File: src/hdl/csrBusPkg.sv
// CSR bus widths and operation codes; word addressed, one request in flight at a time
package csrBusPkg;

  // word address, enough for 16 registers
  localparam int AddrW = 4;

  // data width of every register
  localparam int DataW = 32;

  // decoded bus operation, read and write are never raised together
  typedef enum logic [1:0] {
    csrOpNone  = 2'd0,
    csrOpRead  = 2'd1,
    csrOpWrite = 2'd2
  } csrOpE;

endpackage

File: src/hdl/timerPkg.sv
// fixed register map of the interval timer; masks assume NumCsr words of csrBusPkg::DataW bits
package timerPkg;

  localparam int NumCsr = 5;

  // register indices
  localparam int RegCtrl   = 0;
  localparam int RegPeriod = 1;
  localparam int RegCount  = 2;
  localparam int RegStatus = 3;
  localparam int RegId     = 4;

  localparam int PeriodW = 16;
  localparam logic [csrBusPkg::DataW-1:0] IdValue = 32'h71AE0001;

  // ctrl and status bit positions
  localparam int CtrlEnableBit    = 0;
  localparam int CtrlOneShotBit   = 1;
  localparam int CtrlIrqEnableBit = 2;
  localparam int StatusExpiredBit = 0;
  localparam int StatusRunningBit = 1;

  // per register bit kinds, word order is CTRL, PERIOD, COUNT, STATUS, ID
  localparam bit [0:NumCsr-1][csrBusPkg::DataW-1:0] CsrFixedBits =
    '{32'h0, 32'h0, 32'h0, 32'h0, 32'hFFFF_FFFF};
  localparam bit [0:NumCsr-1][csrBusPkg::DataW-1:0] CsrInitBits =
    '{32'h0, 32'h0, 32'h0, 32'h0, IdValue};
  localparam bit [0:NumCsr-1][csrBusPkg::DataW-1:0] CsrRwBits =
    '{32'h7, 32'h0000_FFFF, 32'h0, 32'h0, 32'h0};
  localparam bit [0:NumCsr-1][csrBusPkg::DataW-1:0] CsrRoBits =
    '{32'h0, 32'h0, 32'h0000_FFFF, 32'h3, 32'h0};
  localparam bit [0:NumCsr-1][csrBusPkg::DataW-1:0] CsrWoBits = '0;  // none in this map

  typedef enum logic [1:0] {timerIdle, timerRun, timerDone} timerStateE;
  typedef enum logic {modeFree, modeOneShot} timerModeE;

endpackage

File: src/hdl/timerCtrlIf.sv
// config, status and clear strobe between register block and timer core; single clock domain
`timescale 1ns/1ps

interface timerCtrlIf (
  input logic clock
);
  import timerPkg::*;

  // config, driven by the register block
  logic                 enable;
  timerModeE            mode;
  logic                 irqEnable;
  logic [PeriodW-1:0]   period;
  logic                 clearExpired;  // one cycle, from the STATUS read strobe

  // status, driven by the core
  logic [PeriodW-1:0]   count;
  logic                 expired;
  logic                 running;

  modport regs (
    input  clock, count, expired, running,
    output enable, mode, irqEnable, period, clearExpired
  );

  modport core (
    input  clock, enable, mode, irqEnable, period, clearExpired,
    output count, expired, running
  );

endinterface

File: src/hdl/timerCore.sv
// interval timer core; a period of 0 counts as 1, irq lags expired by one cycle
`timescale 1ns/1ps

module timerCore (
  input  logic       clock,
  input  logic       resetSync,
  output logic       irq,
  timerCtrlIf.core   ctrl
);
  import timerPkg::*;

  timerStateE         state;
  logic [PeriodW-1:0] periodEff;
  logic               hitPeriod;
  logic               setExpired;

  assign periodEff  = (ctrl.period == '0) ? PeriodW'(1) : ctrl.period;
  assign hitPeriod  = (ctrl.count == periodEff);
  assign setExpired = (state == timerRun) && ctrl.enable && hitPeriod;

  always_ff @(posedge clock) begin
    if (resetSync) begin
      state      <= timerIdle;
      ctrl.count <= '0;
    end else begin
      case (state)
        timerIdle: begin
          ctrl.count <= '0;
          if (ctrl.enable) state <= timerRun;  // count starts from 0
        end
        timerRun: begin
          if (!ctrl.enable) begin
            state      <= timerIdle;
            ctrl.count <= '0;
          end else if (hitPeriod) begin
            ctrl.count <= '0;
            if (ctrl.mode == modeOneShot) state <= timerDone;
          end else begin
            ctrl.count <= ctrl.count + 1'b1;
          end
        end
        timerDone: begin
          // count holds until enable drops
          if (!ctrl.enable) begin
            state      <= timerIdle;
            ctrl.count <= '0;
          end
        end
        default: begin
          state      <= timerIdle;
          ctrl.count <= '0;
        end
      endcase
    end
  end

  // sticky flag, a new expiry wins over a clear on the same edge
  always_ff @(posedge clock) begin
    if (resetSync) begin
      ctrl.expired <= 1'b0;
      irq          <= 1'b0;
    end else begin
      ctrl.expired <= setExpired || (ctrl.expired && !ctrl.clearExpired);
      irq          <= ctrl.expired && ctrl.irqEnable;
    end
  end

  assign ctrl.running = (state == timerRun);

endmodule

File: src/hdl/timerRegs.sv
// CSR block for the timer; requests held until ready, ready is a single-cycle pulse, no select
`timescale 1ns/1ps

module timerRegs (
  input  logic                        clock,
  input  logic                        resetSync,
  input  logic                        csrRead,
  input  logic                        csrWrite,
  input  logic [csrBusPkg::AddrW-1:0] csrAddress,
  input  logic [csrBusPkg::DataW-1:0] csrWdata,
  output logic [csrBusPkg::DataW-1:0] csrRdata,
  output logic                        csrReady,
  output logic                        csrError,
  timerCtrlIf.regs                    ctrl
);
  import csrBusPkg::*;
  import timerPkg::*;

  csrOpE                          csrOp;
  logic                           reqNew;     // request not yet answered
  logic                           addrValid;
  logic [0:NumCsr-1][DataW-1:0]   csrConfig;
  logic [0:NumCsr-1][DataW-1:0]   csrStatus;
  logic [0:NumCsr-1][DataW-1:0]   csrReadValue;
  logic [DataW-1:0]               readMux;
  logic [0:NumCsr-1]              rdStrobe;
  logic [0:NumCsr-1]              wrStrobe;

  always_comb begin
    if (csrWrite) csrOp = csrOpWrite;
    else if (csrRead) csrOp = csrOpRead;
    else csrOp = csrOpNone;
  end

  assign reqNew    = (csrOp != csrOpNone) && !csrReady;
  assign addrValid = (csrAddress < NumCsr);

  // status words as seen from the core
  always_comb begin
    csrStatus = '0;
    csrStatus[RegCount][PeriodW-1:0] = ctrl.count;
    csrStatus[RegStatus][StatusExpiredBit] = ctrl.expired;
    csrStatus[RegStatus][StatusRunningBit] = ctrl.running;
  end

  // read value per register, bits outside every mask read as zero
  always_comb begin
    for (int i = 0; i < NumCsr; i++) begin
      csrReadValue[i] = (csrConfig[i] & CsrRwBits[i] & ~CsrWoBits[i] & ~CsrRoBits[i]
                         & ~CsrFixedBits[i])
                      | (csrStatus[i] & CsrRoBits[i] & ~CsrFixedBits[i])
                      | (CsrInitBits[i] & CsrFixedBits[i]);
    end
  end

  assign readMux = addrValid ? csrReadValue[csrAddress] : '0;

  // ready is the registered answer, one strobe or the error flag
  assign csrReady = (|rdStrobe) || (|wrStrobe) || csrError;

  // read data, held until the next read, cleared by a write
  always_ff @(posedge clock) begin
    if (reqNew && csrOp == csrOpRead) csrRdata <= readMux;
    else if (reqNew && csrOp == csrOpWrite) csrRdata <= '0;
  end

  always_ff @(posedge clock) begin
    if (resetSync) begin
      csrConfig <= CsrInitBits;
      rdStrobe  <= '0;
      wrStrobe  <= '0;
      csrError  <= 1'b0;
    end else begin
      rdStrobe <= '0;
      wrStrobe <= '0;
      csrError <= reqNew && !addrValid;  // drops again after the ready cycle
      for (int i = 0; i < NumCsr; i++) begin
        if (reqNew && i == csrAddress) begin
          if (csrOp == csrOpWrite) begin
            csrConfig[i] <= (CsrFixedBits[i] & CsrInitBits[i])
                          | (csrWdata & (CsrRwBits[i] | CsrWoBits[i]) & ~CsrFixedBits[i]);
            wrStrobe[i] <= 1'b1;
          end
          if (csrOp == csrOpRead) rdStrobe[i] <= 1'b1;
        end
      end
    end
  end

  // config out to the core
  assign ctrl.enable       = csrConfig[RegCtrl][CtrlEnableBit];
  assign ctrl.mode         = timerModeE'(csrConfig[RegCtrl][CtrlOneShotBit]);
  assign ctrl.irqEnable    = csrConfig[RegCtrl][CtrlIrqEnableBit];
  assign ctrl.period       = csrConfig[RegPeriod][PeriodW-1:0];
  assign ctrl.clearExpired = rdStrobe[RegStatus];  // clear on STATUS read

endmodule

File: src/hdl/timerTop.sv
// timer top level; bus handshake is request held until a one-cycle ready, no back-pressure
`timescale 1ns/1ps

module timerTop (
  input  logic                        clock,
  input  logic                        resetSync,
  input  logic                        csrRead,
  input  logic                        csrWrite,
  input  logic [csrBusPkg::AddrW-1:0] csrAddress,
  input  logic [csrBusPkg::DataW-1:0] csrWdata,
  output logic [csrBusPkg::DataW-1:0] csrRdata,
  output logic                        csrReady,
  output logic                        csrError,
  output logic                        irq
);

  // config and status between the blocks
  timerCtrlIf ctrlIf (
    .clock (clock)
  );

  timerRegs i_timerRegs (
    .clock      (clock),
    .resetSync  (resetSync),
    .csrRead    (csrRead),
    .csrWrite   (csrWrite),
    .csrAddress (csrAddress),
    .csrWdata   (csrWdata),
    .csrRdata   (csrRdata),
    .csrReady   (csrReady),
    .csrError   (csrError),
    .ctrl       (ctrlIf.regs)
  );

  timerCore i_timerCore (
    .clock     (clock),
    .resetSync (resetSync),
    .irq       (irq),
    .ctrl      (ctrlIf.core)
  );

endmodule

File: config.mk
export PLATFORM = sky130hd
export DESIGN_NAME = timerTop
export DESIGN_NICKNAME = d
export VERILOG_FILES = /design/src/hdl/csrBusPkg.sv /design/src/hdl/timerPkg.sv /design/src/hdl/timerCtrlIf.sv /design/src/hdl/timerCore.sv /design/src/hdl/timerRegs.sv /design/src/hdl/timerTop.sv
export SDC_FILE = /design/constraint.sdc
export NUM_CORES = 1
export LEC_CHECK = 0
export BUFFER_PORTS_ARGS = -buffer_cell sky130_fd_sc_hd__buf_4
export CAP_MARGIN = 25
export CELL_PAD_IN_SITES_DETAIL_PLACEMENT = 2
export CELL_PAD_IN_SITES_GLOBAL_PLACEMENT = 2
export CORE_MARGIN = 1.5
export CORE_UTILIZATION = 36
export DETAILED_ROUTE_END_ITERATION = 10
export PLACE_DENSITY = 0.95
export SLEW_MARGIN = 20
export SYNTH_ARGS = -nofsm -noshare
export SYNTH_HDL_FRONTEND = slang
export SYNTH_SLANG_ARGS = --single-unit
File: constraint.sdc
create_clock -name clock -period 3.8 [get_ports clock]
set_input_delay 0.76 -clock clock [delete_from_list [all_inputs] [get_ports clock]]
set_output_delay 0.76 -clock clock [all_outputs]
set_load 0.03 [all_outputs]
; Word-level counts from Yosys, hierarchy flattened
; Index checks and enable logic that the tools add are counted.
[classes]
n_reduce_logical = 34
n_mux = 21
mul = 0
add_sub_neg = 1
magnitude_cmp = 2
bitwise_logic = 6
n_div = 0
n_shift = 0
eq_ne = 13
[op_table]
columns = operator, n
row1 = 32-bit two-way mux, 5
row2 = 32-bit binary-select mux with 3-bit select, 1
row3 = 16-bit two-way mux, 4
row4 = 16-bit one-hot mux with 2 select lines, 1
row5 = 16-bit by 1-bit adder with 16-bit output (second input constant), 1
row6 = 16-bit equality test, 1
row7 = 16-bit logical NOT, 1
row8 = 1-bit logical AND, 13
row9 = 2-bit two-way mux, 6
row10 = 2-bit OR reduction, 5
row11 = 5-bit OR reduction, 2
row12 = 2-bit by 4-bit equality test with 1-bit output (first input constant), 2
row13 = 3-bit by 2-bit inequality test with 1-bit output (second input constant), 2
row14 = 2-bit one-hot mux with 3 select lines, 1
row15 = 5-bit by 4-bit greater-or-equal comparator with 1-bit output (second input constant), 1
row16 = 1-bit inverter, 5
row17 = 4-bit inverter with 5-bit output, 1
row18 = 1-bit by 4-bit equality test with 1-bit output (first input constant), 1
row19 = 2-bit by 1-bit equality test with 1-bit output (second input constant), 2
row20 = 2-bit equality test (second input constant), 2
row21 = 3-bit by 4-bit equality test with 1-bit output (first input constant), 1
row22 = 4-bit logical NOT, 1
row23 = 4-bit by 3-bit less-than comparator with 1-bit output (second input constant), 1
row24 = 2-bit inequality test (second input constant), 2
row25 = other kinds (7), 15
[totals]
out_inout_bits = 35
mem_count = 0
ramBits = 0
regBits = 82
latch_bits = 0
input_bits = 40
mem_bits_ro = 0

; Depth between registers and ports, before layout
; Gate-level depths: netlist of run 1.
[depth]
depth_word = 8
depth_mapped = 7

; Modules after synthesis
; A second synthesis of run 1 with hierarchy kept.
[unflattened]
hier_cells = 320
area_unflattened_um2 = 3209.3
[modules_own_cells]
columns = module, cells_each, area_each_um2, n_inst, seq_area_each_um2
row1 = timerRegs, 192, 2031.9, 1, 1111.1
row2 = timerCore, 128, 1177.4, 1, 400.4

; Worst setup path after synthesis of run 1
; No wires, ideal clock.
[synth_timing]
kind = flip-flop to flip-flop
startpoint = reg i_timerRegs.csrError
endpoint = reg i_timerRegs.csrRdata[0] (netlist bit), enable pin
setup_ps = 391
setup_slack_ps = 1490
stages_incl_launch_ff = 4
required_time_ps = 3409
arrival_ps = 1919
synth_period_minus_slack_ps = 2310
path_cell_list = dfxtp_1 > nor4_1 > nand3_1 > nor2_1
[synth_between]
elab_chain_len = 5
word_cells_on_any_way = 6
cone_classes = 6 x reduce/logical
[synth_lines]
columns = element, line
row1 = "start, declared", timerRegs.sv:13  ; output logic csrError,
row2 = "start signal, assigned", timerRegs.sv:76  ; csrError <= reqNew && !addrValid;
row3 = 1-bit logical OR *, timerRegs.sv:59  ; assign csrReady = (|rdStrobe) || (|wrStrobe) || csrError;
row4 = net csrReady, timerTop.sv:12  ; output logic csrReady,
row5 = 1-bit logical NOT *, timerRegs.sv:35  ; assign reqNew = (csrOp != csrOpNone) && !csrReady;
row6 = 1-bit logical AND *, timerRegs.sv:35
row7 = "1-bit logical AND, on equally long branches", "timerRegs.sv:64, timerRegs.sv:63"
row8 = 2-bit nonzero test (no line) *, -
row9 = "end signal, assigned", timerRegs.sv:63  ; if (reqNew && csrOp == csrOpRead) csrRdata <= readMux;
row10 = "end, declared", timerRegs.sv:11  ; output logic [csrBusPkg::DataW-1:0] csrRdata,
; Mark *: on every way through the listed nets, which the timed path passes. The rest lies on a longest branch.
; A chain may end at the register's enable or synchronous reset.

; Worst setup path in the final report of run 1
[layout_timing]
startpoint = reg i_timerRegs.rdStrobe[2] (netlist bit)
endpoint = reg i_timerRegs.csrConfig, in the netlist i_timerRegs.ctrl.period[11]
[layout_between]
elab_chain_len = 7
[layout_lines]
columns = element, line
row1 = "start, declared", timerRegs.sv:26  ; logic [0:NumCsr-1] rdStrobe;
row2 = "start signal, assigned", timerRegs.sv:70  ; rdStrobe <= '0;
row3 = "start signal, assigned", timerRegs.sv:74  ; rdStrobe <= '0;
row4 = "start signal, assigned by index", timerRegs.sv:84  ; if (csrOp == csrOpRead) rdStrobe[i] <= 1'b1;
row5 = 5-bit OR reduction, timerRegs.sv:59
row6 = 1-bit logical OR (2 in a row), timerRegs.sv:59
row7 = 1-bit logical NOT, timerRegs.sv:35
row8 = 1-bit logical AND, timerRegs.sv:35
row9 = 1-bit logical AND, timerRegs.sv:78  ; if (reqNew && i == csrAddress) begin
row10 = 2-bit AND reduction (no line), -
row11 = "end signal, assigned", timerRegs.sv:69  ; csrConfig <= CsrInitBits;
row12 = "end signal, assigned by index", timerRegs.sv:80  ; csrConfig[i] <= (CsrFixedBits[i] & CsrInitBits[i])
row13 = "end, declared", timerRegs.sv:22  ; logic [0:NumCsr-1][DataW-1:0] csrConfig;
; No other way between the ends.

==> results of run 1 <==
cell type report:
type,instances,area [um^2],area share (%)
Clock buffer,11,152.6,3.993
Clock inverter,5,82.58,2.160
Inverter,5,18.77,0.4910
Multi-Input combinational cell,219,1516,39.67
Sequential cell,67,1511,39.54
Tap cell,108,135.1,3.535
Timing Repair Buffer,54,405.4,10.61
path summary, 6_finish.rpt:
check                                                        startpoint                                        to  slack (ns)  depth (start not counted)
worst max-delay path                 i_timerRegs.rdStrobe[2]$_SDFF_PP0_  i_timerRegs.ctrl.period[11]$_SDFFE_PP0P_        1.15                          6
worst min-delay path            i_timerRegs.ctrl.irqEnable$_SDFFE_PP0P_                i_timerCore.irq$_SDFF_PP0_        0.51                          2
worst max register to register       i_timerRegs.rdStrobe[2]$_SDFF_PP0_  i_timerRegs.ctrl.period[11]$_SDFFE_PP0P_        1.15                          6
worst min register to register  i_timerRegs.ctrl.irqEnable$_SDFFE_PP0P_                i_timerCore.irq$_SDFF_PP0_        0.51                          2
power by group:
part	total, uW	switching [uW]	internal [uW]
sequential	767	13.1	754
clock	704	293	411
combinational	210	141	68.5
total	1680	447	1230
through the flow:
step | worst slack (ns) | hold WS, ns | total power, uW | cell area [um^2]
after global placement | 1.455 | 0.4712 | 975.8 | 3577
after floorplan | 1.490 | 0.4213 | 918.8 | 3258
after global routing | 1.064 | 0.5167 | 1731 | 3822
final | 1.152 | 0.5067 | 1681 | 3822
after detailed placement | 1.330 | 0.4675 | 989.4 | 3577
after CTS | 1.273 | 0.5090 | 1692 | 3812
Yosys cell counts, types with 3 or more instances:
cell      instances  share of area [%]
or3_1             3               0.58
nand3_1           6               0.93
nor2_1           52                6.0
xor2_1           12                3.2
clkbuf_1         13                1.5
dfxtp_1          50                 31
nand2b_1          5               0.97
xnor2_1          17                4.6
nand4_1           4               0.77
buf_4            16                3.7
nor4_1            7                1.4
nor3b_1           4               0.93
nand2_1          11                1.3
mux2i_1          21                6.5
edfxtp_1         17                 16
a211oi_1         11                2.6
a22oi_1          13                3.0
a21oi_1           4               0.62
buf_2             3               0.46
nor2b_1           6                1.2
nor3_1            8                1.2
clkbuf_2          3               0.46
inv_1             5               0.58
state kept, by name (all words and copies together) (netlist names), 2 cells and up:
name and cells:
i_timerRegs.ctrl.period 16, i_timerRegs.rdStrobe 5, i_timerRegs.csrRdata 17, i_timerRegs.wrStrobe 5
i_timerCore.state 2, i_timerCore.ctrl.count 16
logic make-up (layout without fill, tap and decap cells):
family          after synthesis  count (layout)
other cells                   1               7
simple gates                122             122
mux                          23              23
compound gates               37              37
fa+ha+maj                     1               1
flops                        67              67
buf+inv                      42              75
xor+xnor                     29              29
per-layer routing:
layer / vias to the layer above / part of all wire [%] / GRT usage (%)
li1: 1182 / - / -
met1: 1314 / 41 / 26.59
met2: 111 / 52 / 43.32
met3: 38 / 4.2 / 5.297
met4: 0 / 3.5 / 11.32
met5: - / 0 / 2.564
critical path: stages (launching register included):
cell       delay, ns
dfxtp_1         0.33
nor4_1          0.47
nand3_1         0.42
nand4bb_1       0.60
buf_4           0.39
mux2i_1         0.23
nor2_1          0.07
==> run summary, run 1 <==
synthesized instance count: 322
Routed WL: 11130 um
placed instance count: 452
min-delay worst type: register to register
grt ovf: 0
drt wl/cell: 23.72 um
mapped cell area: 3236 um^2
die width: 97.81 um
largest net degree at the start of global routing: 50
Resize count post-CTS: 0
Pleak: 0.001499 uW
clock sink count: 67
Seq cells post-synth: 67
clock transition at the registers of the reported paths: 0.07 ns
Seq/Total Area, Yosys: 46.71%
Rows: 34
Synth Area in XOR/XNOR: 7.850%
Final period util: 69.68%
CTS H-tree depth: 3
Worst setup SP type: register
Antenna Nets Post-Route: 0
final cell count without fillers: 469
# fillers: 906
WS Path Type: register to register
setup TNS: 0 ns
Worst EP arrival: 2.87 ns
Final Hold Vio Count: 0
TritonCTS buffer count: 9
largest family of logic cells by synthesized area: simple AND/OR/NAND/NOR gates
IO Port Bufs: 51
Syn Area/Cell: 10.05 um^2
yosys warns: 0
number of iterations in the first detailed-routing pass: 4
initial core utilization: 37.10%
Setup Skew: 0.007033 ns
Worst VDD drop: 0.0001634 V
Die ar.: 9566 um^2
Area Growth Syn to Fin: 18.14%
first-pass GRT wire length: 17240 um
num ports: 75
Slew HR: 45.24%
GR Util All Layers: 24.01%
global placer's final weighted congestion: 0.8254
vias in the first global route: 2966
setup bufs post-CTS: 0
post-layout util: 43.83%
vias per cell: 5.640
min Tclk post-route: 2.648 ns
fraction of the mapped netlist area in simple logic gates: 20.77%
result of the run: complete, no violations
most frequent cells in the layout: 54 x buf_4, 52 x nor2_1, 50 x dfxtp_1
via count: 2645
Slew Viols, Final: 0
Post-DP HPWL: 7501 um
Worst Path Max Fanout: 11
commonest non-fill, non-tap cell in the layout: buf_4
CTS tree: yes
synth unique cells: 49
initial antenna violation count: 0
Synth Area in Compound Gates: 9.087%
core area: 8721 um^2
Post-synth EDFFs: 17
clock root cell: clkbuf_8
DRC: 0
max_cap viols: 0
Slew @ Worst Pin: 0.8190 ns
PD cells: 439.7 nW/um^2
Clock Path Buffers: 2
critical path capture point type: register
Async S/R FF share, synth: 0%
DIE HEIGHT: 97.81 um
Synth Area in Adders: 0.3867%
# setup viols final: 0
multiplexer area fraction after synthesis: 7.889%
Worst EP required: 4.02 ns
Layout Nets: 397
# diodes: 0
layout cells sized above 1: 22.99%
Iteration-0 DRC Markers: 132
Max Freq: 0.3777 GHz
cts-stage hold buffer count: 0
top_reg_cell synth: dfxtp_1
RSZ-0062 raised after global routing: no
clk_lat worst skew: 0.36 ns
Note: power is estimated with default switching activity, not from simulation.
==> run 2, diff against run 1 <==
- CORE_UTILIZATION: 36 -> 30
- PLACE_DENSITY: 0.95 -> 0.88
- clock period: 3.8 -> 2.4 ns (I/O delays scaled with it)
==> run 2 against run 1 <==
Largest cell class unchanged. Combinational power rose by 57%. Hold slack got worse by 0.15 ns. Setup slack got worse by 0.94 ns. Largest power group unchanged. Power rose by 46%. Critical path type unchanged. Maximum frequency rose by 21%. Design area rose by 1.7%.
==> run summary, run 2 (synthesis results as in run 1) <==
TritonCTS buffer count: 9
clock root cell: clkbuf_8
Slew HR: 34.99%
grt ovf: 0
DP Worst Slack: 0.2143 ns
IO Port Bufs: 51
core area: 10420 um^2
commonest non-fill, non-tap cell in the layout: buf_4
Slew @ Worst Pin: 0.9732 ns
met2 Use GR: 32.19%
WS Path Type: register to register
largest reg by FF count: i_timerRegs.csrRdata
setup bufs post-CTS: 0
DRC: 0
vias per cell: 5.085
Die ar.: 11420 um^2
Post-DP HPWL: 7140 um
layout cells sized above 1: 23.99%
# diodes: 0
PD cells: 631.0 nW/um^2
first-pass GRT wire length: 15570 um
Worst Path Max Fanout: 15
Max Freq: 0.4581 GHz
Pleak: 0.001532 uW
cts-stage hold buffer count: 0
Layout Nets: 407
number of iterations in the first detailed-routing pass: 4
Setup Skew: 0.007202 ns
drt wl/cell: 19.22 um
clk_lat worst skew: 0.37 ns
Area Growth Syn to Fin: 20.11%
worst setup margin: 0.2170 ns
global placer's final weighted congestion: 0.7917
Rows: 37
post-layout util: 37.31%
vias in the first global route: 2815
initial core utilization: 31.06%
largest net degree at the start of global routing: 50
Clock Path Buffers: 2
Iteration-0 DRC Markers: 109
most crowded layer after global routing: met2
# setup viols final: 0
Final Hold Vio Count: 0
Resize count post-CTS: 0
max_cap viols: 0
clock sink count: 67
CTS tree: yes
initial antenna violation count: 0
Worst VDD drop: 0.0003067 V
Largest register FFs: 17
GRT met1 Usage: 20.44%
Worst EP arrival: 2.45 ns
min Tclk post-route: 2.183 ns
total power: 2452 uW
# fillers: 1121
CTS H-tree depth: 3
GR Util All Layers: 18.16%
critical path capture point type: register
min-delay worst type: primary input to register
Antenna Nets Post-Route: 0
most frequent cells in the layout: 63 x buf_4, 52 x nor2_1, 50 x dfxtp_1
num ports: 75
Worst setup SP type: register
via count: 2578
DIE HEIGHT: 106.9 um
Routed WL: 9747 um
result of the run: complete, no violations
Worst EP required: 2.67 ns
Slew Viols, Final: 0
grt met3 use: 3.404%
clock transition at the registers of the reported paths: 0.07 ns
die width: 106.9 um
Final period util: 90.96%
setup TNS: 0 ns
RSZ-0062 raised after global routing: no
-- run 2: final timing paths --
kind,from,endpoint,slack (ns),cells past startpoint
max reg2reg,i_timerRegs.ctrl.period[7]$_SDFFE_PP0P_,i_timerCore.ctrl.count[11]$_SDFFE_PP0P_,0.22,6
min,csrWdata[15],i_timerRegs.ctrl.period[15]$_SDFFE_PP0P_,0.36,3
max,i_timerRegs.ctrl.period[7]$_SDFFE_PP0P_,i_timerCore.ctrl.count[11]$_SDFFE_PP0P_,0.22,6
min reg2reg,i_timerCore.ctrl.expired$_SDFF_PP0_,i_timerCore.irq$_SDFF_PP0_,0.49,2
-- run 2: critical path, stage by stage, from the launching register on --
cell and delay [ns]:
dfxtp_1 0.35, nor4_1 0.38, a41oi_1 0.19, xnor2_1 0.57, o31ai_4 0.07, buf_4 0.22, a211oi_1 0.30
-- run 2: metal layers --
layer  share of wire [%]  wire length [um]  vias up
li1                    -                 -     1205
met1                  43              4164     1281
met2                  51              4967       70
met3                 3.1               307       22
met4                 3.1               307        0
met5                   0                 0        -
-- run 2: stage by stage --
step                hold WS, ns  instance area, um^2  std cells
floorplan                0.4213                 3258        328
global placement         0.4627                 3707        491
detailed placement       0.4676                 3707        491
CTS                      0.3574                 3886        507
global route             0.3730                 3886        507
finish                   0.3571                 3886        507
-- run 2: area by class of cell --
class                   instances  area [um^2]  area share [%]
repair buffers                 64        493.0           12.69
multi-input cells             219         1514           38.96
flip-flops and latches         67         1511           38.89
clock buffers                  13        138.9           3.574
well taps                     136        170.2           4.379
inverters                       5        18.77          0.4829
clock inverters                 3        40.04           1.030
-- run 2: report_power, final --
part           switching (uW)  internal (uW)  total [uW]
sequential               18.7           1190        1210
clock                     432            478         910
combinational             217            112         329
total                     668           1780        2450
==> run 3, diff against run 2 <==
- CELL_PAD_IN_SITES_DETAIL_PLACEMENT: 2 -> 1
- HOLD_SLACK_MARGIN: not set -> 0.05
- SKIP_LAST_GASP: not set -> 1
==> run 3 against run 2 <==
Final cell count did not move. Clock power down 14%. Register-to-register slack improved by 0.13 ns. Core utilization fell by 0.17 points. Largest power group unchanged. Via count decreased by 5.3%. Design area shrank 0.45%. Sequential cell count is the same. Count of clock-buffer cells in the layout down 3. Power decreased by 5.6%. Largest cell class unchanged. Critical path depth did not move. First-iteration DRC count down 0.92%. Global-route usage is 4.4 points lower.
==> run summary, run 3 (synthesis results as in run 1) <==
Worst VDD drop: 0.0002844 V
Setup Skew: 0.004771 ns
DP Worst Slack: 0.3336 ns
DIE HEIGHT: 106.9 um
Layout Nets: 407
WS Path Type: register to register
CTS tree: yes
Max Freq: 0.4869 GHz
Final Hold Vio Count: 0
Worst Path Max Fanout: 15
DRC: 0
Worst EP required: 2.65 ns
clk_lat worst skew: 0.35 ns
IO Port Bufs: 51
final cell count without fillers: 507
largest reg by FF count: i_timerRegs.csrRdata
clock transition at the registers of the reported paths: 0.07 ns
layout cells sized above 1: 24.53%
Area Growth Syn to Fin: 19.57%
placed instance count: 491
die width: 106.9 um
number of iterations in the first detailed-routing pass: 4
grt ovf: 0
max_cap viols: 0
Die ar.: 11420 um^2
# setup viols final: 0
Worst setup SP type: register
hold slack: 0.3641 ns
result of the run: complete, no violations
initial antenna violation count: 0
Slowest cell on crit path: xnor2_1
CP Cell Sequence: nor4_1 > a41oi_1 > xnor2_1 > o31ai_4 > buf_4 > a211oi_1
Slew HR: 41.43%
via count: 2441
vias per cell: 4.815
Largest register FFs: 17
Slew Viols, Final: 0
Final period util: 85.58%
GR Util All Layers: 13.78%
vias in the first global route: 2388
setup TNS: 0 ns
global placer's final weighted congestion: 0.7917
Rows: 37
setup bufs post-CTS: 0
PD cells: 598.1 nW/um^2
min-delay worst type: primary input to register
cts-stage hold buffer count: 0
commonest non-fill, non-tap cell in the layout: buf_4
Iteration-0 DRC Markers: 108
num ports: 75
CTS H-tree depth: 3
largest net degree at the start of global routing: 50
drt wl/cell: 14.89 um
Pleak: 0.001520 uW
core area: 10420 um^2
# diodes: 0
min Tclk post-route: 2.054 ns
critical path capture point type: register
Slew @ Worst Pin: 0.8767 ns
Post-DP HPWL: 5512 um
R2R Setup Slk: 0.35 ns
Clock Path Buffers: 2
most frequent cells in the layout: 63 x buf_4, 52 x nor2_1, 50 x dfxtp_1
TritonCTS buffer count: 9
first-pass GRT wire length: 12140 um
Routed WL: 7551 um
RSZ-0062 raised after global routing: no
Worst EP arrival: 2.31 ns
worst setup margin: 0.3460 ns
Resize count post-CTS: 0
clock sink count: 67
clock root cell: clkbuf_8
Antenna Nets Post-Route: 0
total power: 2314 uW
largest stage delay on the critical path: 0.51 ns
initial core utilization: 31.06%
run 3: worst paths after layout:
check / startpoint / end / depth (start not counted)
hold / removal: csrWdata[8] / i_timerRegs.ctrl.period[8]$_SDFFE_PP0P_ / 3
setup / recovery: i_timerRegs.ctrl.period[7]$_SDFFE_PP0P_ / i_timerCore.ctrl.count[5]$_SDFFE_PP0P_ / 6
hold reg to reg: i_timerRegs.ctrl.irqEnable$_SDFFE_PP0P_ / i_timerCore.irq$_SDFF_PP0_ / 2
setup reg to reg: i_timerRegs.ctrl.period[7]$_SDFFE_PP0P_ / i_timerCore.ctrl.count[5]$_SDFFE_PP0P_ / 6
run 3: cell type report:
class | count | area, um^2
multi-input cells | 219 | 1514
well taps | 136 | 170.2
repair buffers | 64 | 493.0
fillers | 1197 | 6548
inverters | 5 | 18.77
clock buffers | 10 | 127.6
clock inverters | 6 | 33.78
flip-flops and latches | 67 | 1511
run 3: critical path, delay by kind of cell, from the launching register on:
family,cells,cell delay [ns]
AO/OA/AOI/OAI,3,0.53
XOR/XNOR,1,0.51
buffers and inverters,1,0.21
flip-flops,1,0.35
AND/OR/NAND/NOR,1,0.36
run 3: power breakdown:
part / switching (uW) / leakage (uW) / internal (uW)
registers: 15.9 / 0.000582 / 1190
logic: 205 / 0.000859 / 112
clock network: 422 / 0.0000795 / 365
total: 643 / 0.00152 / 1670
run 3: metrics by stage:
stage / cell area (um^2) / utilization (%)
final: 3869 / 37.14
after global placement: 3707 / 35.59
after detailed placement: 3707 / 35.59
after CTS: 3869 / 37.14
after floorplan: 3258 / -
after global routing: 3869 / 37.14
run 3: metal layers:
layer / wire [um] / part of all wire (%) / GRT usage (%)
met5: 0 / 0 / 0
met4: 125 / 1.7 / 5.333
met3: 269 / 3.6 / 3.587
met2: 3792 / 50 / 23.40
met1: 3363 / 45 / 16.65
